### config.mk
export PLATFORM = sky130hd
export DESIGN_NAME = mem_arbiter
export DESIGN_NICKNAME = d
export VERILOG_FILES = /design/src/mem_bus_pkg.sv /design/src/mem_arbiter.sv
export SDC_FILE = /design/constraint.sdc
export NUM_CORES = 1
export LEC_CHECK = 0
export ABC_CLOCK_PERIOD_IN_PS = 1500
export BUFFER_PORTS_ARGS = -buffer_cell sky130_fd_sc_hd__buf_2
export CAP_MARGIN = 40
export CORE_AREA = 2 2 95 97
export CTS_BUF_LIST = sky130_fd_sc_hd__clkbuf_8
export DETAILED_ROUTE_END_ITERATION = 6
export DIE_AREA = 0 0 97 99
export SLEW_MARGIN = 25
export SYNTH_ARGS = -nofsm -noshare
export SYNTH_HDL_FRONTEND = slang
export SYNTH_SLANG_ARGS = --single-unit
### constraint.sdc
create_clock -name clk -period 1.5 [get_ports clk]
set_input_delay 0.15 -clock clk [delete_from_list [all_inputs] [get_ports clk]]
set_output_delay 0.15 -clock clk [all_outputs]
set_load 0.05 [all_outputs]
### src/mem_bus_pkg.sv
// Shared memory bus widths and encodings for the arbiter, the instruction RAM and the top level
package mem_bus_pkg;

  ////////////////////////////////////////
  // Bus widths
  ////////////////////////////////////////

  parameter int ADDR_W = 32;
  parameter int DATA_W = 32;

  ////////////////////////////////////////
  // Encodings
  ////////////////////////////////////////

  // Opcode of an external port access
  typedef enum logic {
    MEM_READ,
    MEM_WRITE
  } mem_op_e;

  // Owner of a granted RAM access
  // Registered by the arbiter to route the next-cycle response
  typedef enum logic {
    MST_FETCH,
    MST_EXT
  } mst_e;

endpackage

### src/mem_arbiter.sv
// Round-robin arbiter sharing the instruction RAM between the fetch path and the external port
module mem_arbiter
  import mem_bus_pkg::*;
#(
  parameter int MEM_WORDS = 256,
  localparam int IDX_W = $clog2(MEM_WORDS)
) (
  input  logic              clk,
  input  logic              rst_n,
  // Fetch requester
  input  logic              trans_valid_i,
  input  logic [ADDR_W-1:0] trans_addr_i,
  output logic              trans_ready_o,
  output logic              resp_valid_o,
  output logic [DATA_W-1:0] resp_rdata_o,
  // External four-phase port
  input  logic              ext_req_i,
  input  mem_op_e           ext_op_i,
  input  logic [ADDR_W-1:0] ext_addr_i,
  input  logic [DATA_W-1:0] ext_wdata_i,
  output logic              ext_ack_o,
  output logic [DATA_W-1:0] ext_rdata_o,
  // RAM side
  output logic              mem_en_o,
  output logic              mem_we_o,
  output logic [IDX_W-1:0]  mem_addr_o,
  output logic [DATA_W-1:0] mem_wdata_o,
  input  logic [DATA_W-1:0] mem_rdata_i
);

  typedef enum logic [1:0] {
    EXT_WAIT,
    EXT_SERVED,
    EXT_ACK
  } ext_state_e;

  ext_state_e        ext_state_q;
  ext_state_e        ext_state_d;
  // Last winner loses the next tie
  mst_e              last_q;
  // Owner of the access answered this cycle
  mst_e              owner_q;
  logic              rsp_pend_q;
  logic              ext_pend;
  logic              gnt_fetch;
  logic              gnt_ext;
  logic [DATA_W-1:0] ext_rdata_q;

  ////////////////////////////////////////
  // Grant
  ////////////////////////////////////////

  // Only a fresh request counts, a held one was already served
  assign ext_pend      = ext_req_i && (ext_state_q == EXT_WAIT);
  assign trans_ready_o = !ext_pend || (last_q == MST_EXT);
  assign gnt_fetch     = trans_valid_i && trans_ready_o;
  assign gnt_ext       = ext_pend && (!trans_valid_i || (last_q == MST_FETCH));

  assign mem_en_o    = gnt_fetch || gnt_ext;
  assign mem_we_o    = gnt_ext && (ext_op_i == MEM_WRITE);
  assign mem_addr_o  = gnt_ext ? ext_addr_i[IDX_W+1:2] : trans_addr_i[IDX_W+1:2];
  assign mem_wdata_o = ext_wdata_i;

  ////////////////////////////////////////
  // Response routing
  ////////////////////////////////////////

  assign resp_valid_o = rsp_pend_q && (owner_q == MST_FETCH);
  assign resp_rdata_o = mem_rdata_i;
  assign ext_ack_o    = (ext_state_q == EXT_ACK);
  assign ext_rdata_o  = ext_rdata_q;

  // Four-phase sequencing of the external port
  always_comb begin
    ext_state_d = ext_state_q;
    case (ext_state_q)
      EXT_WAIT:   if (gnt_ext) ext_state_d = EXT_SERVED;
      EXT_SERVED: if (rsp_pend_q && (owner_q == MST_EXT)) ext_state_d = EXT_ACK;
      EXT_ACK:    if (!ext_req_i) ext_state_d = EXT_WAIT;
      default:    ext_state_d = EXT_WAIT;
    endcase
  end

  always_ff @(posedge clk or negedge rst_n) begin
    if (!rst_n) begin
      ext_state_q <= EXT_WAIT;
      last_q      <= MST_EXT;
      owner_q     <= MST_FETCH;
      rsp_pend_q  <= 1'b0;
    end else begin
      ext_state_q <= ext_state_d;
      rsp_pend_q  <= mem_en_o;
      if (mem_en_o) begin
        last_q  <= gnt_ext ? MST_EXT : MST_FETCH;
        owner_q <= gnt_ext ? MST_EXT : MST_FETCH;
      end
    end
  end

  // Read data held for the host while ack is high
  always_ff @(posedge clk) begin
    if (rsp_pend_q && (owner_q == MST_EXT)) begin
      ext_rdata_q <= mem_rdata_i;
    end
  end

endmodule

==> results.toml <==
[power]
p_leak_nw = 1.12
pwr_density_cell_mw_per_mm2 = 1900
peakVddDrop_uv = 418

[sta]
relSlewSlack = 0.820
slew_violations = 0
max_freq_mhz = 563
finalHoldViolCount = 0
worst_slack_ns = -0.276
holdWs_ns = 0.0448
period_share = 1.18
rsz0062_at_grt = "true"
finalSetupViolCount = 11
max_slew.worst_pin.slew_ns = 0.271
worst_clock_skew_ns = 0.00539
period_needed_ns = 1.78

[grt]
globalRouteTotalUtil = 0.0803
grt_pass1_vias = 1155
grt_max_degree = 33
grt_pass1_wl_mm = 5.83
antenna_found_initial = 0
grt_overflow_total = 0

[outcome]
status = "finished, violations left"
violations = "setup timing"

[setup_path]
critPathArrivalTime_ns = 1.63
startpoint_type = "flop"
crit_path_end_kind = "output port"
slowest_delay_ns = 0.41
slowest_stage = "dfrtp_1"
cp.required_ns = 1.35
worst_path_most_repeated_cell = "buf_6"
critical_path_class = "flop to output port"
crit_chain = "nor3b_4 -> buf_6 -> nand2_8 -> mux2_4 -> buf_6"
cp_max_fo = 5

[floorplanning]
start_util = 0.210
die-area_mm2 = 0.00960
rows = 34
num_io_pins = 242
die_h_um = 99
core_area_mm2 = 0.00855
fp.dieW_um = 97

[final_layout]
final_core_util = 0.279
antenna_cells = 0
syn2layout_area_growth_pct = 32.8
drive_gt1_frac = 0.757
fin_nets = 342
stdcell_area_mm2 = 0.00239

[placement]
placed_cell_area_mm2 = 0.00214
io_buffers = 129
dp_hpwl_mm = 3.15
routabilityCongestion = 0.715

[synth]
synth.cell_area_mm2 = 0.00180
syn_area_per_cell_um2 = 14.2
synth_top_area_cell = "edfxtp_1"
netlist.area_leader.share = 0.534
ys_ff_latch = 37
synth-seq-area-share = 0.604
ys_top_cells_by_area = "edfxtp_1 (53%), buf_4 (27%), mux2_4 (6.7%)"
synthesis.nets = 260
ys_warn_count = 0
synth_cells = 127
synthDistinctLibCells = 15

[cts]
cts_made_buffers = 5
clk_latency_ns = 0.28
h-tree-depth = 2
cts_tree = "yes"
clk_path_buf_depth = 2
cts.sinks = 37
path_clk_slew_ns = 0.08
cts_root_buf = "clkbuf_8"

[drt]
drt.antenna.violating_nets = 0
finalWirelength_mm = 4.04
vias = 1184
drc_errors = 0
wire_per_inst_um = 12.7
firstDrtPassIters = 3
drt_iter0_drc = 6
viasPerCell = 3.72

[flow_run]
max_cap_viol_count = 0

[min_path]
hold_class = "primary input to flop"
==> flip-flops by register name, summed over array words and instances, names as in the netlist <==
register / cells
ext_state_q: 2
last_q: 1
rsp_pend_q: 1
ext_rdata_o: 32
owner_q: 1
==> final timing paths <==
path / start / to / slack, ns / cells after the start
setup / recovery: ext_state_q[1] / mem_addr_o[1] / -0.28 / 5
hold / removal: mem_rdata_i[23] / ext_rdata_o[23] / 0.04 / 1
setup reg to reg: ext_state_q[1] / ext_state_q[0] / 0.21 / 6
hold reg to reg: last_q / last_q / 0.52 / 2
max in group asynchronous: rst_n / last_q / 1.08 / 2
min in group asynchronous: rst_n / rsp_pend_q / 0.21 / 2
==> routing by layer <==
metal  GRT usage  routed length (µm)  up-vias
met4      0.0607                 180        0
met3      0.0199                 467       21
met2       0.145                2010      108
li1            -                   -      527
met1      0.0795                1380      528
met5           0                   0        -
==> synthesized netlist by cell type <==
cell	instances
nand2_4	1
nor3b_4	1
nand2b_1	1
o21ai_0	4
or2_2	1
inv_1	3
nand3b_1	1
and3_1	1
mux2_4	8
nand2_1	3
edfxtp_1	32
dfrtp_1	4
buf_4	64
dfstp_2	1
nor2b_1	2
==> cells in the final DEF, fill, tap and decap left out, types with 2 or more instances in the layout <==
cell type / n
buf_6: 11
buf_4: 5
o21ai_0: 4
buf_2: 118
nand2_8: 2
clkbuf_8: 5
inv_1: 3
edfxtp_1: 32
mux2_4: 8
nand2_1: 2
nor2b_1: 2
dfrtp_1: 4
buf_8: 2
==> logic make-up (layout without fill, tap and decap cells) <==
group                  Yosys count  count (layout)  share of synthesized area
DFF                             37              37                      0.604
buffers and inverters           67             149                      0.273
and+or+nand+nor                 11              12                     0.0445
AOI/OAI and AO/OA                4               4                     0.0111
muxes                            8               8                     0.0668
==> critical path, delay by kind of cell, from the launching register on <==
family	cells	cell delay (ns)
multiplexers	1	0.31
buffers and inverters	2	0.32
AND/OR/NAND/NOR	2	0.28
flip-flops	1	0.41
==> power by group <==
part / internal, mW / total (mW) / switching (mW)
Clock: 0.329 / 0.690 / 0.360
Sequential: 1.44 / 1.53 / 0.0862
Combinational: 0.686 / 2.31 / 1.63
Total: 2.46 / 4.53 / 2.07
==> stage by stage <==
step           setup TNS (ns)  setup WS [ns]  cells  power [mW]
2_1_floorplan               0         0.0620    127        3.36
3_3_place_gp           -0.303        -0.0425    304        3.59
3_5_place_dp           -0.558        -0.0756    304        3.62
4_1_cts                 -2.74         -0.305    316        4.55
5_1_grt                 -3.30         -0.333    318        4.74
6_report                -2.70         -0.276    318        4.53
==> timing repair <==
item,in CTS,in global routing
gates cloned,1,0
gates resized for setup,28,3
endpoints found under the setup margin,11,11
setup buffers,2,2
pin swaps,2,1
hold endpoints to repair,5,0
hold buffers,1,0
==> area by class of cell <==
type / instances / area (µm²)
clock buffers: 5 / 68.8
clock inverters: 3 / 21.3
fillers: 903 / 6160
inverters: 3 / 11.3
multi-input cells: 24 / 254
flip-flops and latches: 37 / 1090
well taps: 108 / 135
repair buffers: 138 / 812
No activity file was read; power rests on OpenSTA's default activity.
