**config.mk**
```make
export PLATFORM = sky130hd
export DESIGN_NAME = fetch_fifo
export DESIGN_NICKNAME = d
export VERILOG_FILES = /design/src/fetch_fifo.sv
export SDC_FILE = /design/constraint.sdc
export NUM_CORES = 1
export LEC_CHECK = 0
export BUFFER_PORTS_ARGS = -buffer_cell sky130_fd_sc_hd__buf_2
export CAP_MARGIN = 10
export CORE_MARGIN = 4
export CORE_UTILIZATION = 57
export DETAILED_ROUTE_END_ITERATION = 7
export PLACE_DENSITY = 0.75
export REMOVE_ABC_BUFFERS = 1
export SLEW_MARGIN = 10
export SYNTH_ARGS = -nofsm -noshare
export SYNTH_HDL_FRONTEND = slang
export SYNTH_SLANG_ARGS = --single-unit
```
**constraint.sdc**
```tcl
create_clock -name clk -period 3.4 [get_ports clk]
set_input_delay 0.51 -clock clk [delete_from_list [all_inputs] [get_ports clk]]
set_output_delay 0.51 -clock clk [all_outputs]
set_load 0.01 [all_outputs]
```
**src/fetch_fifo.sv**
```systemverilog
// Circular FIFO of fetched address/instruction pairs, head shown directly to the fetch stage
module fetch_fifo #(
  parameter int DEPTH = 4,
  localparam int CNT_W = $clog2(DEPTH + 1)
) (
  input  logic             clk,
  input  logic             rst_n,
  input  logic             push_i,
  input  logic [31:0]      push_data_i,
  input  logic [31:0]      push_addr_i,
  input  logic             pop_i,
  input  logic             flush_i,
  output logic [31:0]      head_data_o,
  output logic [31:0]      head_addr_o,
  output logic [CNT_W-1:0] cnt_o,
  output logic             empty_o
);

  localparam int PTR_W = (DEPTH > 1) ? $clog2(DEPTH) : 1;

  logic [31:0]      data_mem [DEPTH];
  logic [31:0]      addr_mem [DEPTH];
  logic [PTR_W-1:0] wr_ptr_q;
  logic [PTR_W-1:0] rd_ptr_q;
  logic [CNT_W-1:0] cnt_q;
  logic             do_push;
  logic             do_pop;

  function automatic logic [PTR_W-1:0] ptr_inc(input logic [PTR_W-1:0] ptr);
    return (ptr == PTR_W'(DEPTH - 1)) ? '0 : ptr + 1'b1;
  endfunction

  // Guard against overflow and underflow
  assign do_push = push_i && (cnt_q < DEPTH);
  assign do_pop  = pop_i && (cnt_q != '0);

  assign head_data_o = data_mem[rd_ptr_q];
  assign head_addr_o = addr_mem[rd_ptr_q];
  assign cnt_o       = cnt_q;
  assign empty_o     = (cnt_q == '0);

  ////////////////////////////////////////
  // Pointers and occupancy
  ////////////////////////////////////////

  always_ff @(posedge clk or negedge rst_n) begin
    if (!rst_n) begin
      wr_ptr_q <= '0;
      rd_ptr_q <= '0;
      cnt_q    <= '0;
    end else if (flush_i) begin
      // Flush beats a push in the same cycle
      wr_ptr_q <= '0;
      rd_ptr_q <= '0;
      cnt_q    <= '0;
    end else begin
      if (do_push) begin
        wr_ptr_q <= ptr_inc(wr_ptr_q);
      end
      if (do_pop) begin
        rd_ptr_q <= ptr_inc(rd_ptr_q);
      end
      case ({do_push, do_pop})
        2'b10:   cnt_q <= cnt_q + 1'b1;
        2'b01:   cnt_q <= cnt_q - 1'b1;
        default: cnt_q <= cnt_q;
      endcase
    end
  end

  // Entry storage
  always_ff @(posedge clk) begin
    if (do_push && !flush_i) begin
      data_mem[wr_ptr_q] <= push_data_i;
      addr_mem[wr_ptr_q] <= push_addr_i;
    end
  end

endmodule

```
==> summary.txt, run 1 <==
Run status
  • Status: finished, final reports clean

Critical path
  • Crit path max fanout: 22
  • Startpoint types: flip-flop
  • Crit path DAT: 2.31 ns
  • Crit path cell chain: buf_4 -> mux4_2 -> buf_2
  • Critical path required time: 2.89 ns
  • Crit path kind: reg2out
  • Delay-heaviest family, CP: flip-flops
  • Crit path launch: rd_ptr_q[0]
  • CP peak stage delay: 0.69 ns
  • WP buf/inv: 2
  • Slowest stage cell on the critical path: dfrtp_4
  • RR Startpoint: cnt_o[2]
  • CP Capture Type: output pin

Clocking
  • Buffer count from post-CTS setup fixing: 0
  • CTS buffer count: 26
  • Insertion delay to the later sink of the worst-skew pair: 0.52 ns
  • # clock sinks: 263
  • Post-CTS Hold Fix Bufs: 1
  • H-tree levels: 1
  • CTS root buffer: clkbuf_16
  • Post-CTS resize count: 0
  • Clock Tree Buf Depth: 3
  • CTS tree: done
  • Worst-path clk slew: 0.06 ns

Hold path
  • Hold Crit Start: push_addr_i[3]
  • Worst Hold Class: in2reg

Detailed routing
  • Vias: 4,414
  • WL final: 16.9 mm
  • Remaining DRCs: 0
  • DR WL/cell: 21.4 µm
  • Drt pass-1 iters: 4
  • Vias per inst: 5.62
  • Initial drt markers: 263
  • Antenna Nets Post-Route: 0

Timing
  • Final Critical Period: 2.82 ns
  • Final Hold Vio Count: 0
  • Max-slew violation count: 0
  • Clk_skew: 0.0116 ns
  • Endpoints failing setup: 0
  • Hold Slack: 0.209 ns
  • Maximum clock frequency: 355 MHz
  • Max-slew headroom: 0.381
  • Setup ws final: 0.580 ns
  • Period utilization: 0.829
  • Worst-Margin Slew: 0.928 ns
  • Unrepaired setup endpoints after global routing: no
  • Post-Route Setup TNS: 0 ns

GRT
  • First-pass GRT wire length: 26.7 mm
  • Busiest grt layer: met2
  • Grt met2 use: 0.289
  • Initial antenna violation count: 4
  • Gr usage total: 0.178
  • Largest net degree at the start of global routing: 67
  • Vias in the first global route: 4,788
  • GRT met3 Usage: 0.0507
  • Total congestion overflow: 0
  • Met1 usage in global routing: 0.243

Final layout
  • Area Growth Syn to Fin: 18.7%
  • ANT cells: 0
  • Most common cell after layout, fill and taps aside: edfxtp_1
  • Commonest cells after routing, fill and taps aside: edfxtp_1 (256), buf_2 (136), mux4_2 (64), clkbuf_16 (27)
  • Final cell count without fillers: 786
  • Fillers: 1,058
  • Multi-input combinational cell area: 1770 µm²
  • Nets: 621
  • Reg area: 7870 µm²
  • Share of post-route cells with drive strength above 1: 0.447

Floorplanning
  • I/O pin cnt: 137
  • Site row count: 47
  • Die width: 139 µm
  • Die footprint: 19,300 µm²
  • Placeable Area: 16,700 µm²
  • Initial Utilization: 0.585
  • Die H: 139 µm

Synth
  • Yosys reg bits: 263
  • Synthesized cell area: 9770 µm²
  • Post-synthesis sequential area ratio: 0.805
  • Top FF cell, synth: edfxtp_1
  • Asr flop ratio synth: 0.0266
  • Syn. warnings: 0
  • Syn Area/Cell: 24.9 µm²
  • Post-Syn Instances: 392
  • EDFF count, synth: 256
  • Netlist cell types: 26

Pwr
  • Max VDD drop: 0.406 mV
  • Pwr/cell area: 636 nW/µm²
  • Leakage Power: 0.00391 µW
  • Final Power: 7370 µW

Place
  • Gpl congestion: 0.777
  • Place WS: 0.990 ns
  • DP Wirelength: 10.4 mm
  • Dpl cells: 737
  • Port Buffers: 136

Flow run
  • Max cap viols: 0
-- sequential cells by signal (all words and copies together) (netlist names) --
name      cells
addr_mem    128
cnt_o         3
data_mem    128
rd_ptr_q      2
wr_ptr_q      2
-- worst paths after layout --
kind,cells after the start,slack (ns),end
max,3,0.58,head_addr_o[30]
min,1,0.21,addr_mem[2][3]
max reg2reg,5,1.14,addr_mem[0][2]
min reg2reg,2,0.64,wr_ptr_q[0]
max in group asynchronous,2,2.84,rd_ptr_q[0]
min in group asynchronous,2,0.37,cnt_o[2]
-- worst reg2reg max path, stage by stage (launching register included) --
cell	delay, ns
dfrtp_1	0.49
nor2b_1	0.15
buf_4	0.17
nor2b_1	0.27
and2_4	0.52
buf_12	0.32
-- power by group --
| part | switching (µW) | internal [µW] |
|---|---|---|
| clock network | 1100 | 1670 |
| logic | 398 | 413 |
| registers | 92.7 | 3690 |
| total | 1590 | 5780 |
-- per-layer routing --
layer	routed length (µm)	vias up	part of all wire
met5	36	-	0.0021
met4	361	8	0.021
met3	1210	36	0.072
met2	8340	143	0.49
met1	6910	2249	0.41
li1	-	1978	-
-- final cells by class --
class,count,share of cell area
Timing Repair Buffer,145,0.0702
Sequential cell,263,0.679
Clock buffer,30,0.0593
Clock inverter,18,0.0140
Inverter,2,0.000648
Multi-Input combinational cell,108,0.153
Tap cell,220,0.0238
-- cells by family after synthesis --
group | share of synthesized area
AO/OA/AOI/OAI | 0.00833
buffers and inverters | 0.0145
adder cells (fa/ha/maj) | 0.00846
AND/OR/NAND/NOR | 0.0113
multiplexers | 0.151
flip-flops | 0.805
XOR/XNOR | 0.00179
-- synth_stat cells (2+ instances only) --
library cell / instances / area share
ha_1: 5 / 0.0064
nand2b_1: 2 / 0.0013
a221oi_1: 2 / 0.0018
inv_1: 2 / 0.00077
mux4_2: 64 / 0.15
nand2_1: 2 / 0.00077
nor3_1: 2 / 0.0010
buf_6: 5 / 0.0058
a21oi_1: 5 / 0.0026
o21ai_0: 2 / 0.0010
dfrtp_1: 7 / 0.018
clkbuf_1: 2 / 0.00077
mux2i_1: 3 / 0.0031
buf_2: 7 / 0.0036
nor2_1: 7 / 0.0027
buf_4: 4 / 0.0031
xnor2_1: 2 / 0.0018
nor2b_1: 2 / 0.0013
nand3_1: 2 / 0.0010
edfxtp_1: 256 / 0.79
and2_1: 4 / 0.0026
-- per-stage QoR --
step                utilization  area, µm²
finish                    0.694      11600
global route              0.694      11600
CTS                       0.694      11600
detailed placement        0.642      10700
global placement          0.642      10700
floorplan                     -       9630
(Power assumes the default switching activity.)
==> run 2: changes to the inputs <==
--- a/config.mk
+++ b/config.mk
@@ -8,9 +8,9 @@
 export BUFFER_PORTS_ARGS = -buffer_cell sky130_fd_sc_hd__buf_2
 export CAP_MARGIN = 10
 export CORE_MARGIN = 4
-export CORE_UTILIZATION = 57
+export CORE_UTILIZATION = 51
 export DETAILED_ROUTE_END_ITERATION = 7
-export PLACE_DENSITY = 0.75
+export PLACE_DENSITY = 0.71
 export REMOVE_ABC_BUFFERS = 1
 export SLEW_MARGIN = 10
 export SYNTH_ARGS = -nofsm -noshare
==> constraint.sdc (replaced) <==
create_clock -name clk -period 2.5 [get_ports clk]
set_input_delay 0.375 -clock clk [delete_from_list [all_inputs] [get_ports clk]]
set_output_delay 0.375 -clock clk [all_outputs]
set_load 0.01 [all_outputs]
==> summary.txt, run 2 (same netlist as run 1, synthesis figures left out) <==
GRT
  • First-pass GRT wire length: 27.5 mm (+3.0%)
  • Vias in the first global route: 4,885 (+2.0%)
  • Gr usage total: 0.164 (-0.0136)
  • Initial antenna violation count: 2 (-2)
  • Total congestion overflow: 0 (unchanged)
  • Largest net degree at the start of global routing: 67 (unchanged)

Floorplanning
  • Die footprint: 21,400 µm² (+11%)
  • Site row count: 50 (+6.4%)
  • Die H: 146 µm (+5.4%)
  • Placeable Area: 18,800 µm² (+12%)
  • I/O pin cnt: 137 (unchanged)
  • Die width: 146 µm (+5.4%)
  • Initial Utilization: 0.520 (-0.0644)

Critical path
  • R2R Setup Slk: 0.50 ns (-0.64 ns)
  • Reg2reg end: cnt_o[2]
  • Crit path DAT: 1.98 ns (-0.33 ns)
  • CP Capture Type: output pin
  • Startpoint types: flip-flop
  • Crit path kind: reg2out
  • Crit path launch: rd_ptr_q[0]
  • Critical path required time: 2.12 ns (-0.77 ns)
  • RR Startpoint: cnt_o[0]
  • Worst Reg-to-Reg Cells: 7 (+2)
  • Crit path max fanout: 28 (+27%)

Clocking
  • Clock Tree Buf Depth: 3 (unchanged)
  • Insertion delay to the later sink of the worst-skew pair: 0.51 ns (about the same)
  • # clock sinks: 263 (unchanged)
  • Worst-path clk slew: 0.06 ns (about the same)
  • CTS root buffer: clkbuf_16
  • CTS buffer count: 26 (unchanged)
  • CTS tree: done
  • H-tree levels: 1 (unchanged)

Hold path
  • Hold path endpoint: data_mem[3][31]
  • Worst Hold Class: in2reg
  • WHS Path Cells: 1 (unchanged)
  • Hold Crit Start: push_data_i[31]

Detailed routing
  • Vias: 4,504 (+2.0%)
  • Vias per inst: 5.60 (-0.37%)
  • Remaining DRCs: 0 (unchanged)
  • Antenna Nets Post-Route: 0 (unchanged)
  • DR WL/cell: 21.7 µm (+1.0%)
  • WL final: 17.4 mm (+3.5%)
  • Drt pass-1 iters: 4 (unchanged)
  • Initial drt markers: 276 (+4.9%)

Place
  • Port Buffers: 136 (unchanged)
  • DP Wirelength: 10.4 mm (-0.20%)
  • Dpl cells: 755 (+2.4%)
  • Placement Cell Area: 10,800 µm² (+0.68%)
  • Gpl congestion: 0.735 (-5.4%)

Timing
  • Endpoints failing setup: 0 (unchanged)
  • Worst-Margin Slew: 0.408 ns (-0.520 ns)
  • Max-slew headroom: 0.728 (+0.347)
  • Max-slew violation count: 0 (unchanged)
  • Clk_skew: 0.00936 ns (-0.00222 ns)
  • Period utilization: 0.943
  • Final Hold Vio Count: 0 (unchanged)
  • Maximum clock frequency: 424 MHz
  • Hold Slack: 0.0712 ns (-0.138 ns)
  • Unrepaired setup endpoints after global routing: no
  • Final Critical Period: 2.36 ns

Final layout
  • Area Growth Syn to Fin: 19.6%
  • Share of post-route cells with drive strength above 1: 0.455 (+0.00835)
  • Most common cell after layout, fill and taps aside: edfxtp_1
  • Post-route cell area: 11,700 µm² (+0.78%)
  • ANT cells: 0 (unchanged)
  • Final cell count without fillers: 805 (+2.4%)
  • Commonest cells after routing, fill and taps aside: edfxtp_1 (256), buf_2 (136), mux4_2 (64), clkbuf_16 (27)
  • Nets: 627 (+0.97%)

Flow run
  • Max cap viols: 0 (unchanged)

Pwr
  • Final Power: 10,100 µW (+37%)
  • Leakage Power: 0.00394 µW (+0.76%)
  • Pwr/cell area: 866 nW/µm² (+36%)
  • Max VDD drop: 0.514 mV (+27%)

Run status
  • Status: finished, final reports clean
[run 2: cell count changes in the layout (fill, tap and decap cells not counted)]
| cell | before | now |
|---|---|---|
| buf_4 | 3 | 7 |
| buf_12 | 5 | 7 |
| clkbuf_1 | 3 | 7 |
| clkinvlp_4 | 1 | 3 |
| clkinv_1 | 7 | 1 |
| clkinv_2 | 6 | 5 |
[run 2: how the worst max path moves through the flow]
stage / depth (start not counted) / end / slack [ns]
final: 3 / head_addr_o[12] / 0.14
after global routing: 3 / head_addr_o[14] / 0.06
after CTS: 3 / head_addr_o[12] / 0.09
after detailed placement: 3 / head_data_o[9] / 0.47
after global placement: 3 / head_addr_o[12] / 0.48
after floorplan: 1 / head_addr_o[0] / -1.17
[run 2: critical path, cell delays in order (launching register included)]
cell	delay (ns)
dfrtp_4	0.47
buf_12	0.26
mux4_2	0.57
buf_2	0.17
[run 2: area by class of cell]
| cell class | count | area [µm²] |
|---|---|---|
| multi-input cells | 108 | 1770 |
| repair buffers | 151 | 883 |
| clock buffers | 34 | 702 |
| flip-flops and latches | 263 | 7870 |
| inverters | 2 | 7.51 |
| well taps | 234 | 293 |
| fillers | 1318 | 7090 |
| clock inverters | 13 | 150 |
[run 2: layer usage]
layer / share of wire / vias up / GRT usage / wire [µm]
met5: 0.0015 / - / 0 / 27
li1: - / 1983 / - / -
met2: 0.50 / 137 / 0.275 / 8750
met4: 0.015 / 4 / 0.0405 / 267
met3: 0.067 / 26 / 0.0379 / 1170
met1: 0.41 / 2354 / 0.223 / 7230
[run 2: timing repair]
| action | 4_1_cts | 5_1_grt |
|---|---|---|
| resized for setup | 0 | 0 |
| setup endpoints to repair | 54 | 0 |
| hold endpoints to repair | 7 | 0 |
| hold buffers | 1 | 0 |
| buffers inserted | 2 | 0 |
[run 2: report_power, final]
part / internal [µW] / leakage (µW) / switching (µW) / total, µW
clock: 2290 / 0.000409 / 1550 / 3840
combinational: 581 / 0.00111 / 607 / 1190
sequential: 5020 / 0.00241 / 67.1 / 5090
total: 7900 / 0.00394 / 2220 / 10100
[run 2: stage by stage]
step	setup TNS (ns)	setup slack, ns	utilization
after floorplan	-236.98	-1.17	-
after global placement	0	0.482	0.576
after detailed placement	0	0.473	0.576
after CTS	0	0.0947	0.622
after global routing	0	0.0586	0.622
final	0	0.143	0.622
