### src/fetch_cfg_pkg.sv
// Fetch path constants and controller state encoding, imported by the prefetch controller
package fetch_cfg_pkg;

  ////////////////////////////////////////
  // Sizing and address constants
  ////////////////////////////////////////

  // First instruction address after reset
  parameter logic [31:0] BOOT_ADDR = 32'h0000_0040;

  // Every fetch is one full word
  parameter logic [31:0] WORD_BYTES = 32'd4;

  ////////////////////////////////////////
  // Controller states
  ////////////////////////////////////////

  // IDLE fetches sequentially from the last issued address
  // BRANCH_WAIT replays a target the arbiter has not accepted yet
  typedef enum logic {
    IDLE,
    BRANCH_WAIT
  } pf_state_e;

endpackage

### src/prefetch_ctrl.sv
// Prefetch controller that issues word fetches ahead of the fetch stage and steers the fetch FIFO
module prefetch_ctrl
  import fetch_cfg_pkg::*;
#(
  parameter int DEPTH = 4,
  localparam int CNT_W = $clog2(DEPTH + 1)
) (
  input  logic             clk,
  input  logic             rst_n,
  // Fetch stage side
  input  logic             fetch_req_i,
  input  logic             branch_i,
  input  logic [31:0]      branch_addr_i,
  input  logic             fetch_ready_i,
  output logic             busy_o,
  // Transaction request towards the arbiter
  output logic             trans_valid_o,
  output logic [31:0]      trans_addr_o,
  input  logic             trans_ready_i,
  input  logic             resp_valid_i,
  // FIFO control
  output logic             fifo_push_o,
  output logic             fifo_pop_o,
  output logic             fifo_flush_o,
  output logic [31:0]      fifo_push_addr_o,
  input  logic [CNT_W-1:0] fifo_cnt_i,
  input  logic             fifo_empty_i
);

  localparam int PTR_W = (DEPTH > 1) ? $clog2(DEPTH) : 1;

  pf_state_e        state_q;
  pf_state_e        state_d;
  // Fetch request seen one cycle earlier
  logic             req_q;
  // Last issued (or pending branch) address
  logic [31:0]      trans_addr_q;
  logic [31:0]      aligned_branch_addr;
  logic             accept;
  // FIFO words plus fetches in flight
  logic [CNT_W:0]   occ_sum;
  logic [CNT_W-1:0] cnt_q;
  logic [CNT_W-1:0] cnt_d;
  // Responses still to be dropped after a branch
  logic [CNT_W-1:0] flush_cnt_q;
  logic [CNT_W-1:0] flush_cnt_d;
  // Addresses of outstanding fetches, oldest at the read pointer
  logic [31:0]      aq_mem [DEPTH];
  logic [PTR_W-1:0] aq_wr_q;
  logic [PTR_W-1:0] aq_rd_q;

  function automatic logic [PTR_W-1:0] ptr_inc(input logic [PTR_W-1:0] ptr);
    return (ptr == PTR_W'(DEPTH - 1)) ? '0 : ptr + 1'b1;
  endfunction

  ////////////////////////////////////////
  // Request generation
  ////////////////////////////////////////

  // Word fetches only
  assign aligned_branch_addr = {branch_addr_i[31:2], 2'b00};

  // Never let FIFO contents plus in-flight fetches pass DEPTH
  assign occ_sum       = fifo_cnt_i + cnt_q;
  assign trans_valid_o = req_q && (occ_sum < DEPTH);
  assign accept        = trans_valid_o && trans_ready_i;

  assign busy_o = (cnt_q != '0) || trans_valid_o;

  // Address select and branch replay
  always_comb begin
    state_d      = state_q;
    trans_addr_o = trans_addr_q;
    case (state_q)
      IDLE: begin
        trans_addr_o = branch_i ? aligned_branch_addr : trans_addr_q + WORD_BYTES;
        // Target not taken this cycle, hold it for replay
        if (branch_i && !accept) begin
          state_d = BRANCH_WAIT;
        end
      end
      BRANCH_WAIT: begin
        // A newer branch overrides the pending one
        trans_addr_o = branch_i ? aligned_branch_addr : trans_addr_q;
        if (accept) begin
          state_d = IDLE;
        end
      end
      default: begin
        state_d = IDLE;
      end
    endcase
  end

  ////////////////////////////////////////
  // Outstanding and flush counters
  ////////////////////////////////////////

  always_comb begin
    case ({accept, resp_valid_i})
      2'b10:   cnt_d = cnt_q + 1'b1;
      2'b01:   cnt_d = cnt_q - 1'b1;
      default: cnt_d = cnt_q;
    endcase
  end

  // Old-path responses in flight at the branch get dropped
  // The one arriving in the branch cycle itself is dropped right away
  always_comb begin
    flush_cnt_d = flush_cnt_q;
    if (branch_i) begin
      flush_cnt_d = (resp_valid_i && (cnt_q != '0)) ? cnt_q - 1'b1 : cnt_q;
    end else if (resp_valid_i && (flush_cnt_q != '0)) begin
      flush_cnt_d = flush_cnt_q - 1'b1;
    end
  end

  ////////////////////////////////////////
  // FIFO control
  ////////////////////////////////////////

  assign fifo_push_o      = resp_valid_i && !branch_i && (flush_cnt_q == '0);
  assign fifo_pop_o       = !fifo_empty_i && fetch_ready_i;
  assign fifo_flush_o     = branch_i;
  // Responses come back in order, so the oldest queued address tags this one
  assign fifo_push_addr_o = aq_mem[aq_rd_q];

  ////////////////////////////////////////
  // Registers
  ////////////////////////////////////////

  always_ff @(posedge clk or negedge rst_n) begin
    if (!rst_n) begin
      // Boot address acts as a pending branch target
      state_q      <= BRANCH_WAIT;
      req_q        <= 1'b0;
      trans_addr_q <= BOOT_ADDR;
      cnt_q        <= '0;
      flush_cnt_q  <= '0;
      aq_wr_q      <= '0;
      aq_rd_q      <= '0;
    end else begin
      state_q     <= state_d;
      req_q       <= fetch_req_i;
      cnt_q       <= cnt_d;
      flush_cnt_q <= flush_cnt_d;
      if (branch_i || accept) begin
        trans_addr_q <= trans_addr_o;
      end
      if (accept) begin
        aq_wr_q <= ptr_inc(aq_wr_q);
      end
      // Dropped responses retire their address too
      if (resp_valid_i) begin
        aq_rd_q <= ptr_inc(aq_rd_q);
      end
    end
  end

  // Address queue storage
  always_ff @(posedge clk) begin
    if (accept) begin
      aq_mem[aq_wr_q] <= trans_addr_o;
    end
  end

endmodule

### config.mk
export PLATFORM = sky130hd
export DESIGN_NAME = prefetch_ctrl
export DESIGN_NICKNAME = d
export VERILOG_FILES = /design/src/fetch_cfg_pkg.sv /design/src/prefetch_ctrl.sv
export SDC_FILE = /design/constraint.sdc
export NUM_CORES = 1
export LEC_CHECK = 0
export BUFFER_PORTS_ARGS = -buffer_cell sky130_fd_sc_hd__clkbuf_2
export CORE_MARGIN = 4
export CORE_UTILIZATION = 40
export DETAILED_ROUTE_END_ITERATION = 8
export MAX_ROUTING_LAYER = met4
export SYNTH_ARGS = -nofsm -noshare
export SYNTH_HDL_FRONTEND = slang
export SYNTH_SLANG_ARGS = --single-unit
### constraint.sdc
create_clock -name clk -period 3.3 [get_ports clk]
set_input_delay 0.66 -clock clk [delete_from_list [all_inputs] [get_ports clk]]
set_output_delay 0.66 -clock clk [all_outputs]
set_load 0.05 [all_outputs]
==> impl_metrics.env, run 1 <==
export IMPL_grt_setup_unrepaired="false"
export IMPL_htreeDepth=4
export IMPL_post_drt_via_cell_ratio=5.64
export IMPL_antenna_violating_nets_post_route=0
export IMPL_finalWorstSetupSlack_ps=113
export IMPL_first_global_vias=5681
export IMPL_initial_cell_density_of_the_core=0.412
export IMPL_synth_cell_area_sq_um=8160
export IMPL_p_leak_nw=3.78
export IMPL_layout_commonest_cell="sky130_fd_sc_hd__edfxtp_1"
export IMPL_syn_area_per_cell_sq_um=13.9
export IMPL_area_growth_synth_to_final_pct=26.9
export IMPL_detail_route_wirelength_mm=19.7
export IMPL_power_per_cell_area_nw_per_um2=718
export IMPL_clk_path_buf_depth=2
export IMPL_async_flop_share=0.256
export IMPL_layout_common_cells="sky130_fd_sc_hd__edfxtp_1, sky130_fd_sc_hd__clkbuf_2, sky130_fd_sc_hd__buf_4"
export IMPL_holdBufCountCts=0
export IMPL_gp_congestion=0.892
export IMPL_worst_setup_path_start_kind="register"
export IMPL_fp_dieArea_sq_um=22700
export IMPL_drtPass1Iterations=5
export IMPL_wl_met1_mm=8.51
export IMPL_die_h_um=151
export IMPL_synthXorXnorAreaFrac=0.0172
export IMPL_floorplan_die_width_um=151
export IMPL_vdd_ir_drop_max_mv=0.420
export IMPL_synth_top_family_by_area="simple AND/OR/NAND/NOR gates"
export IMPL_number_of_enable_type_register_cells_in_the_synthesized_netlist=128
export IMPL_fin_nets=787
export IMPL_stdcell_count=1008
export IMPL_path_buf_inv=1
export IMPL_fin_crit_sh=0.966
export IMPL_synthesized_netlist_net_count=646
export IMPL_design_portCount=112
export IMPL_port_buffer_count=109
export IMPL_ys_types=61
export IMPL_synth_simple_gate_area_frac=0.132
export IMPL_placementRows=51
export IMPL_combined_area_of_the_multi_input_logic_cells_sq_um=3030
export IMPL_numPlacedInstances=964
export IMPL_timing_final_hold_violations=0
export IMPL_tightest_pin_transition_ps=714
export IMPL_result_of_the_run="completed"
export IMPL_setup_viol_count_final=0
export IMPL_synth_mux_area_frac=0.113
export IMPL_drv_cap=0
export IMPL_final_seq_area_sq_um=4970
export IMPL_worstPathMaxFanout=11
export IMPL_yosys_area_share_adder=0.0215
export IMPL_synth_compound_area_share=0.0796
export IMPL_cts_sink_count=172
export IMPL_max_slew_margin=0.519
export IMPL_layout_drive_gt1_share=0.358
export IMPL_cts_root_buf="sky130_fd_sc_hd__clkbuf_16"
export IMPL_yosysWarnings=0
export IMPL_clock_latency_of_the_later_clocked_register_in_the_worst_skew_pair_ps=430
export IMPL_grt_use_total=0.187
export IMPL_gr_total_overflow=0
export IMPL_timing_hold_ws_ps=216
export IMPL_timing_setup_critical_path_class="reg -> out"
export IMPL_fill_cells=1693
export IMPL_synth_cells=589
export IMPL_design_power_total_mw=7.43
export IMPL_worst_ep_arrival_time_ps=2530
export IMPL_first_iter_violations=432
export IMPL_endpoint_kind="output port"
export IMPL_placement_setup_worst_slack_ps=249
export IMPL_yosys_most_used_dff="sky130_fd_sc_hd__edfxtp_1"
export IMPL_grt_pass1_wl_mm=31.4
export IMPL_grt_max_degree=33
export IMPL_fmaxAchievable_ghz=0.314
export IMPL_wl_per_cell_um=19.6
export IMPL_met3RoutedLength_mm=1.01
export IMPL_path_cells="and4b_1, xnor2_1, o21ai_0, clkbuf_2"
export IMPL_cp_slowest_cell="sky130_fd_sc_hd__dfstp_2"
export IMPL_minimum_clock_period_ps=3190
export IMPL_synth_ff_latch_count=172
export IMPL_critical_path_top_delay_family="flip-flops"
export IMPL_largest_stage_delay_on_the_critical_path_ps=650
export IMPL_met2_wirelength_mm=9.96
export IMPL_drc=0
export IMPL_place_detailed_hpwl_mm=13.8
export IMPL_grt_antenna_before_repair=0
export IMPL_maxUsedRoutingLayer="met4"
export IMPL_clk_pin_slew_ps=70
export IMPL_tritoncts="done"
export IMPL_final_max_slew_viol_count=0
export IMPL_critPathRequiredTime_ps=2640
export IMPL_core_area_sq_um=19800
export IMPL_n_antenna_cell=0
export IMPL_synth_yosys_seq_area_share=0.606
export IMPL_timing_setup_tns_ps=0
export IMPL_holdCritPathClass="in -> async"
export IMPL_worst_clock_skew_ps=11.1
export IMPL_tritoncts_num_buffers=17
export IMPL_routed_via_count=5689
==> synthesized netlist by cell type (3+ instances only) <==
| master | number | area share |
|---|---|---|
| sky130_fd_sc_hd__dfrtp_1 | 42 | 0.13 |
| sky130_fd_sc_hd__a31oi_1 | 12 | 0.0092 |
| sky130_fd_sc_hd__nand4_1 | 13 | 0.010 |
| sky130_fd_sc_hd__nor2b_1 | 13 | 0.010 |
| sky130_fd_sc_hd__xor2_1 | 5 | 0.0054 |
| sky130_fd_sc_hd__nand3_1 | 11 | 0.0067 |
| sky130_fd_sc_hd__mux2i_1 | 11 | 0.013 |
| sky130_fd_sc_hd__a211oi_1 | 9 | 0.0083 |
| sky130_fd_sc_hd__o31a_1 | 3 | 0.0032 |
| sky130_fd_sc_hd__clkbuf_1 | 21 | 0.0097 |
| sky130_fd_sc_hd__o31ai_1 | 9 | 0.0083 |
| sky130_fd_sc_hd__nor3_1 | 13 | 0.0080 |
| sky130_fd_sc_hd__nor4b_1 | 4 | 0.0043 |
| sky130_fd_sc_hd__or3_1 | 7 | 0.0054 |
| sky130_fd_sc_hd__and3_1 | 5 | 0.0038 |
| sky130_fd_sc_hd__xnor2_1 | 11 | 0.012 |
| sky130_fd_sc_hd__ha_1 | 14 | 0.021 |
| sky130_fd_sc_hd__nor2_1 | 33 | 0.015 |
| sky130_fd_sc_hd__or2_2 | 3 | 0.0023 |
| sky130_fd_sc_hd__and2_1 | 6 | 0.0046 |
| sky130_fd_sc_hd__nand2_1 | 30 | 0.014 |
| sky130_fd_sc_hd__and4_1 | 5 | 0.0054 |
| sky130_fd_sc_hd__buf_2 | 10 | 0.0061 |
| sky130_fd_sc_hd__nor4_1 | 16 | 0.012 |
| sky130_fd_sc_hd__mux2_2 | 8 | 0.011 |
| sky130_fd_sc_hd__a21boi_0 | 3 | 0.0028 |
| sky130_fd_sc_hd__or4_1 | 10 | 0.0092 |
| sky130_fd_sc_hd__buf_4 | 3 | 0.0028 |
| sky130_fd_sc_hd__a311oi_1 | 9 | 0.0097 |
| sky130_fd_sc_hd__mux4_2 | 32 | 0.088 |
| sky130_fd_sc_hd__inv_1 | 17 | 0.0078 |
| sky130_fd_sc_hd__o22ai_1 | 3 | 0.0023 |
| sky130_fd_sc_hd__edfxtp_1 | 128 | 0.47 |
| sky130_fd_sc_hd__nand2b_1 | 6 | 0.0046 |
| sky130_fd_sc_hd__a21oi_1 | 11 | 0.0067 |
| sky130_fd_sc_hd__o21ai_0 | 19 | 0.012 |
==> final cells by class <==
| cell class | instances | share of cell area |
|---|---|---|
| well taps | 265 | 0.0320 |
| repair buffers | 161 | 0.131 |
| inverters | 18 | 0.00677 |
| flip-flops and latches | 172 | 0.480 |
| clock inverters | 9 | 0.0143 |
| multi-input cells | 360 | 0.293 |
| clock buffers | 23 | 0.0433 |
==> path summary, 6_finish.rpt <==
check | start | to | slack [ps] | cells after the start
setup / recovery | state_q | trans_addr_o[5] | 110 | 4
hold / removal | rst_n | cnt_q[0] | 220 | 1
setup reg to reg | cnt_q[2] | trans_addr_q[15] | 650 | 6
hold reg to reg | trans_addr_q[1] | trans_addr_q[1] | 500 | 1
max in group asynchronous | rst_n | trans_addr_q[6] | 2260 | 2
min in group clk | fetch_req_i | req_q | 340 | 1
==> power breakdown <==
part / internal (mW) / total (mW) / switching [mW]
clock network: 1.26 / 2.04 / 0.781
logic: 0.907 / 2.58 / 1.67
registers: 2.58 / 2.81 / 0.225
==> worst reg2reg max path, stage by stage (launching register included) <==
cell                      delay, ps
sky130_fd_sc_hd__dfrtp_1        460
sky130_fd_sc_hd__ha_1           350
sky130_fd_sc_hd__nor4b_4        340
sky130_fd_sc_hd__and3_1         460
sky130_fd_sc_hd__inv_4          220
sky130_fd_sc_hd__or4_1          550
sky130_fd_sc_hd__a31oi_1        190
==> stage by stage <==
| step | util | cell area [sq um] |
|---|---|---|
| after floorplan | - | 8180 |
| final | 0.523 | 10400 |
| after detailed placement | 0.485 | 9600 |
| after CTS | 0.518 | 10300 |
| after global placement | 0.485 | 9600 |
| after global routing | 0.523 | 10400 |
==> sequential cells by signal, summed over array words and instances (netlist names) <==
| signal | flops |
|---|---|
| trans_addr_q | 32 |
| aq_wr_q | 2 |
| state_q | 1 |
| aq_mem | 128 |
| flush_cnt_q | 3 |
| aq_rd_q | 2 |
| cnt_q | 3 |
| req_q | 1 |
==> layer usage <==
layer | track usage | vias to the layer above
li1 | - | 2606
met1 | 0.241 | 2887
met2 | 0.298 | 174
met3 | 0.0419 | 22
met4 | 0.0562 | 0
met5 | - | -
==> what timing repair did <==
action	in CTS	in global routing
setup buffers	6	6
resized for setup	5	22
setup endpoints to repair	9	15
pin swaps	3	2
gates cloned	0	0
==> kinds of logic after synthesis <==
| group | Yosys count |
|---|---|
| buf+inv | 57 |
| mux | 51 |
| fa+ha+maj | 14 |
| simple gates | 185 |
| xor+xnor | 16 |
| compound gates | 94 |
| flops | 172 |
(Power assumes the default switching activity.)
==> run 2, diff against run 1 <==
- CTS_BUF_LIST: not set -> sky130_fd_sc_hd__clkbuf_4 sky130_fd_sc_hd__clkbuf_8
==> run 2 against run 1 <==
- core utilization is 0.40 points lower
- sequential share of layout area is 0.37 points higher
- critical path depth is 3 higher
- wire length is 0.56% higher
==> impl_metrics.env, run 2 (same netlist as run 1, synthesis figures left out) <==
export IMPL_result_of_the_run="completed"
export IMPL_clk_pin_slew_ps=90
export IMPL_tritoncts_num_buffers=17
export IMPL_fin_nets=793
export IMPL_largest_register="aq_mem"
export IMPL_drv_cap=0
export IMPL_grt_use_total=0.186
export IMPL_fp_dieArea_sq_um=22700
export IMPL_max_slew_margin=0.575
export IMPL_area_growth_synth_to_final_pct=25.9
export IMPL_fin_crit_sh=0.963
export IMPL_design_portCount=112
export IMPL_n_antenna_cell=0
export IMPL_worst_setup_path_start_kind="register"
export IMPL_final_max_slew_viol_count=0
export IMPL_routed_via_count=5649
export IMPL_power_per_cell_area_nw_per_um2=680
export IMPL_core_area_sq_um=19800
export IMPL_first_iter_violations=443
export IMPL_placed_area_sq_um=9600
export IMPL_detail_route_wirelength_mm=19.9
export IMPL_maxUsedRoutingLayer="met4"
export IMPL_cts_sink_count=172
export IMPL_fmaxAchievable_ghz=0.315
export IMPL_critical_path_reg2reg_startpoint="cnt_q[2]"
export IMPL_worstPathMaxFanout=11
export IMPL_p_leak_nw=3.75
export IMPL_design_power_total_mw=6.99
export IMPL_layout_drive_gt1_share=0.382
export IMPL_layout_common_cells="sky130_fd_sc_hd__edfxtp_1, sky130_fd_sc_hd__clkbuf_2, sky130_fd_sc_hd__buf_4"
export IMPL_grt_pass1_wl_mm=31.4
export IMPL_timing_hold_ws_ps=178
export IMPL_grt_setup_unrepaired="false"
export IMPL_timing_setup_critical_path_class="reg -> out"
export IMPL_grt_max_degree=33
export IMPL_largest_register_ff_count=128
export IMPL_post_drt_via_cell_ratio=5.57
export IMPL_clk_path_buf_depth=2
export IMPL_setup_viol_count_final=0
export IMPL_wl_met1_mm=8.57
export IMPL_antenna_violating_nets_post_route=0
export IMPL_initial_cell_density_of_the_core=0.412
export IMPL_gp_congestion=0.892
export IMPL_met3RoutedLength_mm=1.02
export IMPL_drc=0
export IMPL_die_h_um=151
export IMPL_timing_setup_tns_ps=0
export IMPL_cts_root_buf="sky130_fd_sc_hd__clkbuf_8"
export IMPL_htreeDepth=4
export IMPL_layout_commonest_cell="sky130_fd_sc_hd__edfxtp_1"
export IMPL_placementRows=51
export IMPL_vdd_ir_drop_max_mv=0.363
export IMPL_timing_final_hold_violations=0
export IMPL_finished_cell_area_sq_um=10300
export IMPL_endpoint_kind="output port"
export IMPL_first_global_vias=5713
export IMPL_clock_latency_of_the_later_clocked_register_in_the_worst_skew_pair_ps=460
export IMPL_critPathRequiredTime_ps=2640
export IMPL_gr_total_overflow=0
export IMPL_met2_wirelength_mm=9.96
export IMPL_r2r_cells=6
export IMPL_wl_per_cell_um=19.6
export IMPL_holdCritPathClass="in -> async"
export IMPL_tritoncts="done"
export IMPL_floorplan_die_width_um=151
export IMPL_fill_cells=1695
export IMPL_place_detailed_hpwl_mm=13.8
export IMPL_worst_clock_skew_ps=15.9
export IMPL_endpoint="trans_addr_o[21]"
export IMPL_reg2reg_to="trans_addr_q[12]"
export IMPL_ff2ff_setup_slack_ps=650
export IMPL_minimum_clock_period_ps=3180
export IMPL_grt_antenna_before_repair=0
export IMPL_port_buffer_count=109
export IMPL_largest_registers_in_the_final_layout="aq_mem (128), trans_addr_q (32)"
export IMPL_drtPass1Iterations=5
export IMPL_startpoint="trans_addr_q[7]"
export IMPL_worst_ep_arrival_time_ps=2520
export IMPL_tightest_pin_transition_ps=631
[run 2: power by group]
group          internal, mW  switching, mW  total [mW]
logic                 0.918           1.68        2.60
clock network         0.870          0.719        1.59
registers              2.58          0.218        2.80
total                  4.37           2.62        6.99
[run 2: area by class of cell]
class | count | area [sq um] | area share
Clock buffer | 23 | 279 | 0.0272
Clock inverter | 9 | 148 | 0.0144
Inverter | 18 | 70.1 | 0.00682
Multi-Input combinational cell | 360 | 3070 | 0.299
Sequential cell | 172 | 4970 | 0.483
Tap cell | 265 | 332 | 0.0323
Timing Repair Buffer | 167 | 1410 | 0.137
[run 2: layer usage]
layer | vias to the layer above | GRT usage
li1 | 2620 | -
met1 | 2852 | 0.240
met2 | 156 | 0.298
met3 | 21 | 0.0392
met4 | 0 | 0.0589
met5 | - | -
[run 2: what timing repair did]
action	4_1_cts	5_1_grt
buffers inserted	9	9
endpoints found under the setup margin	10	18
gates resized for setup	13	24
endpoints found under the hold margin	0	0
pin swaps	3	5
hold buffers	0	0
[run 2: through the flow]
stage,utilization,instances,setup slack (ps)
2_1_floorplan,-,589,-190
3_3_place_gp,0.485,964,232
3_5_place_dp,0.485,964,249
4_1_cts,0.512,1005,5.54
5_1_grt,0.519,1014,0.276
6_report,0.519,1014,123
[run 2: worst max-delay path, cell delays in order (launching register included)]
cell and delay [ps]:
sky130_fd_sc_hd__dfrtp_2 430, sky130_fd_sc_hd__and3_2 250, sky130_fd_sc_hd__nand4_1 100, sky130_fd_sc_hd__buf_4 200
sky130_fd_sc_hd__or4_1 510, sky130_fd_sc_hd__a31oi_1 210, sky130_fd_sc_hd__buf_4 200, sky130_fd_sc_hd__buf_12 140
[run 2: how the worst min path moves through the flow]
stage                                from               to  slack [ps]  cells after the start
after CTS                           rst_n   flush_cnt_q[1]         160                      1
after floorplan                     rst_n       aq_rd_q[0]         360                      0
after global placement    trans_addr_q[1]  trans_addr_q[1]         480                      1
after detailed placement  trans_addr_q[1]  trans_addr_q[1]         490                      1
final                               rst_n   flush_cnt_q[2]         180                      1
after global routing                rst_n   flush_cnt_q[2]         180                      1
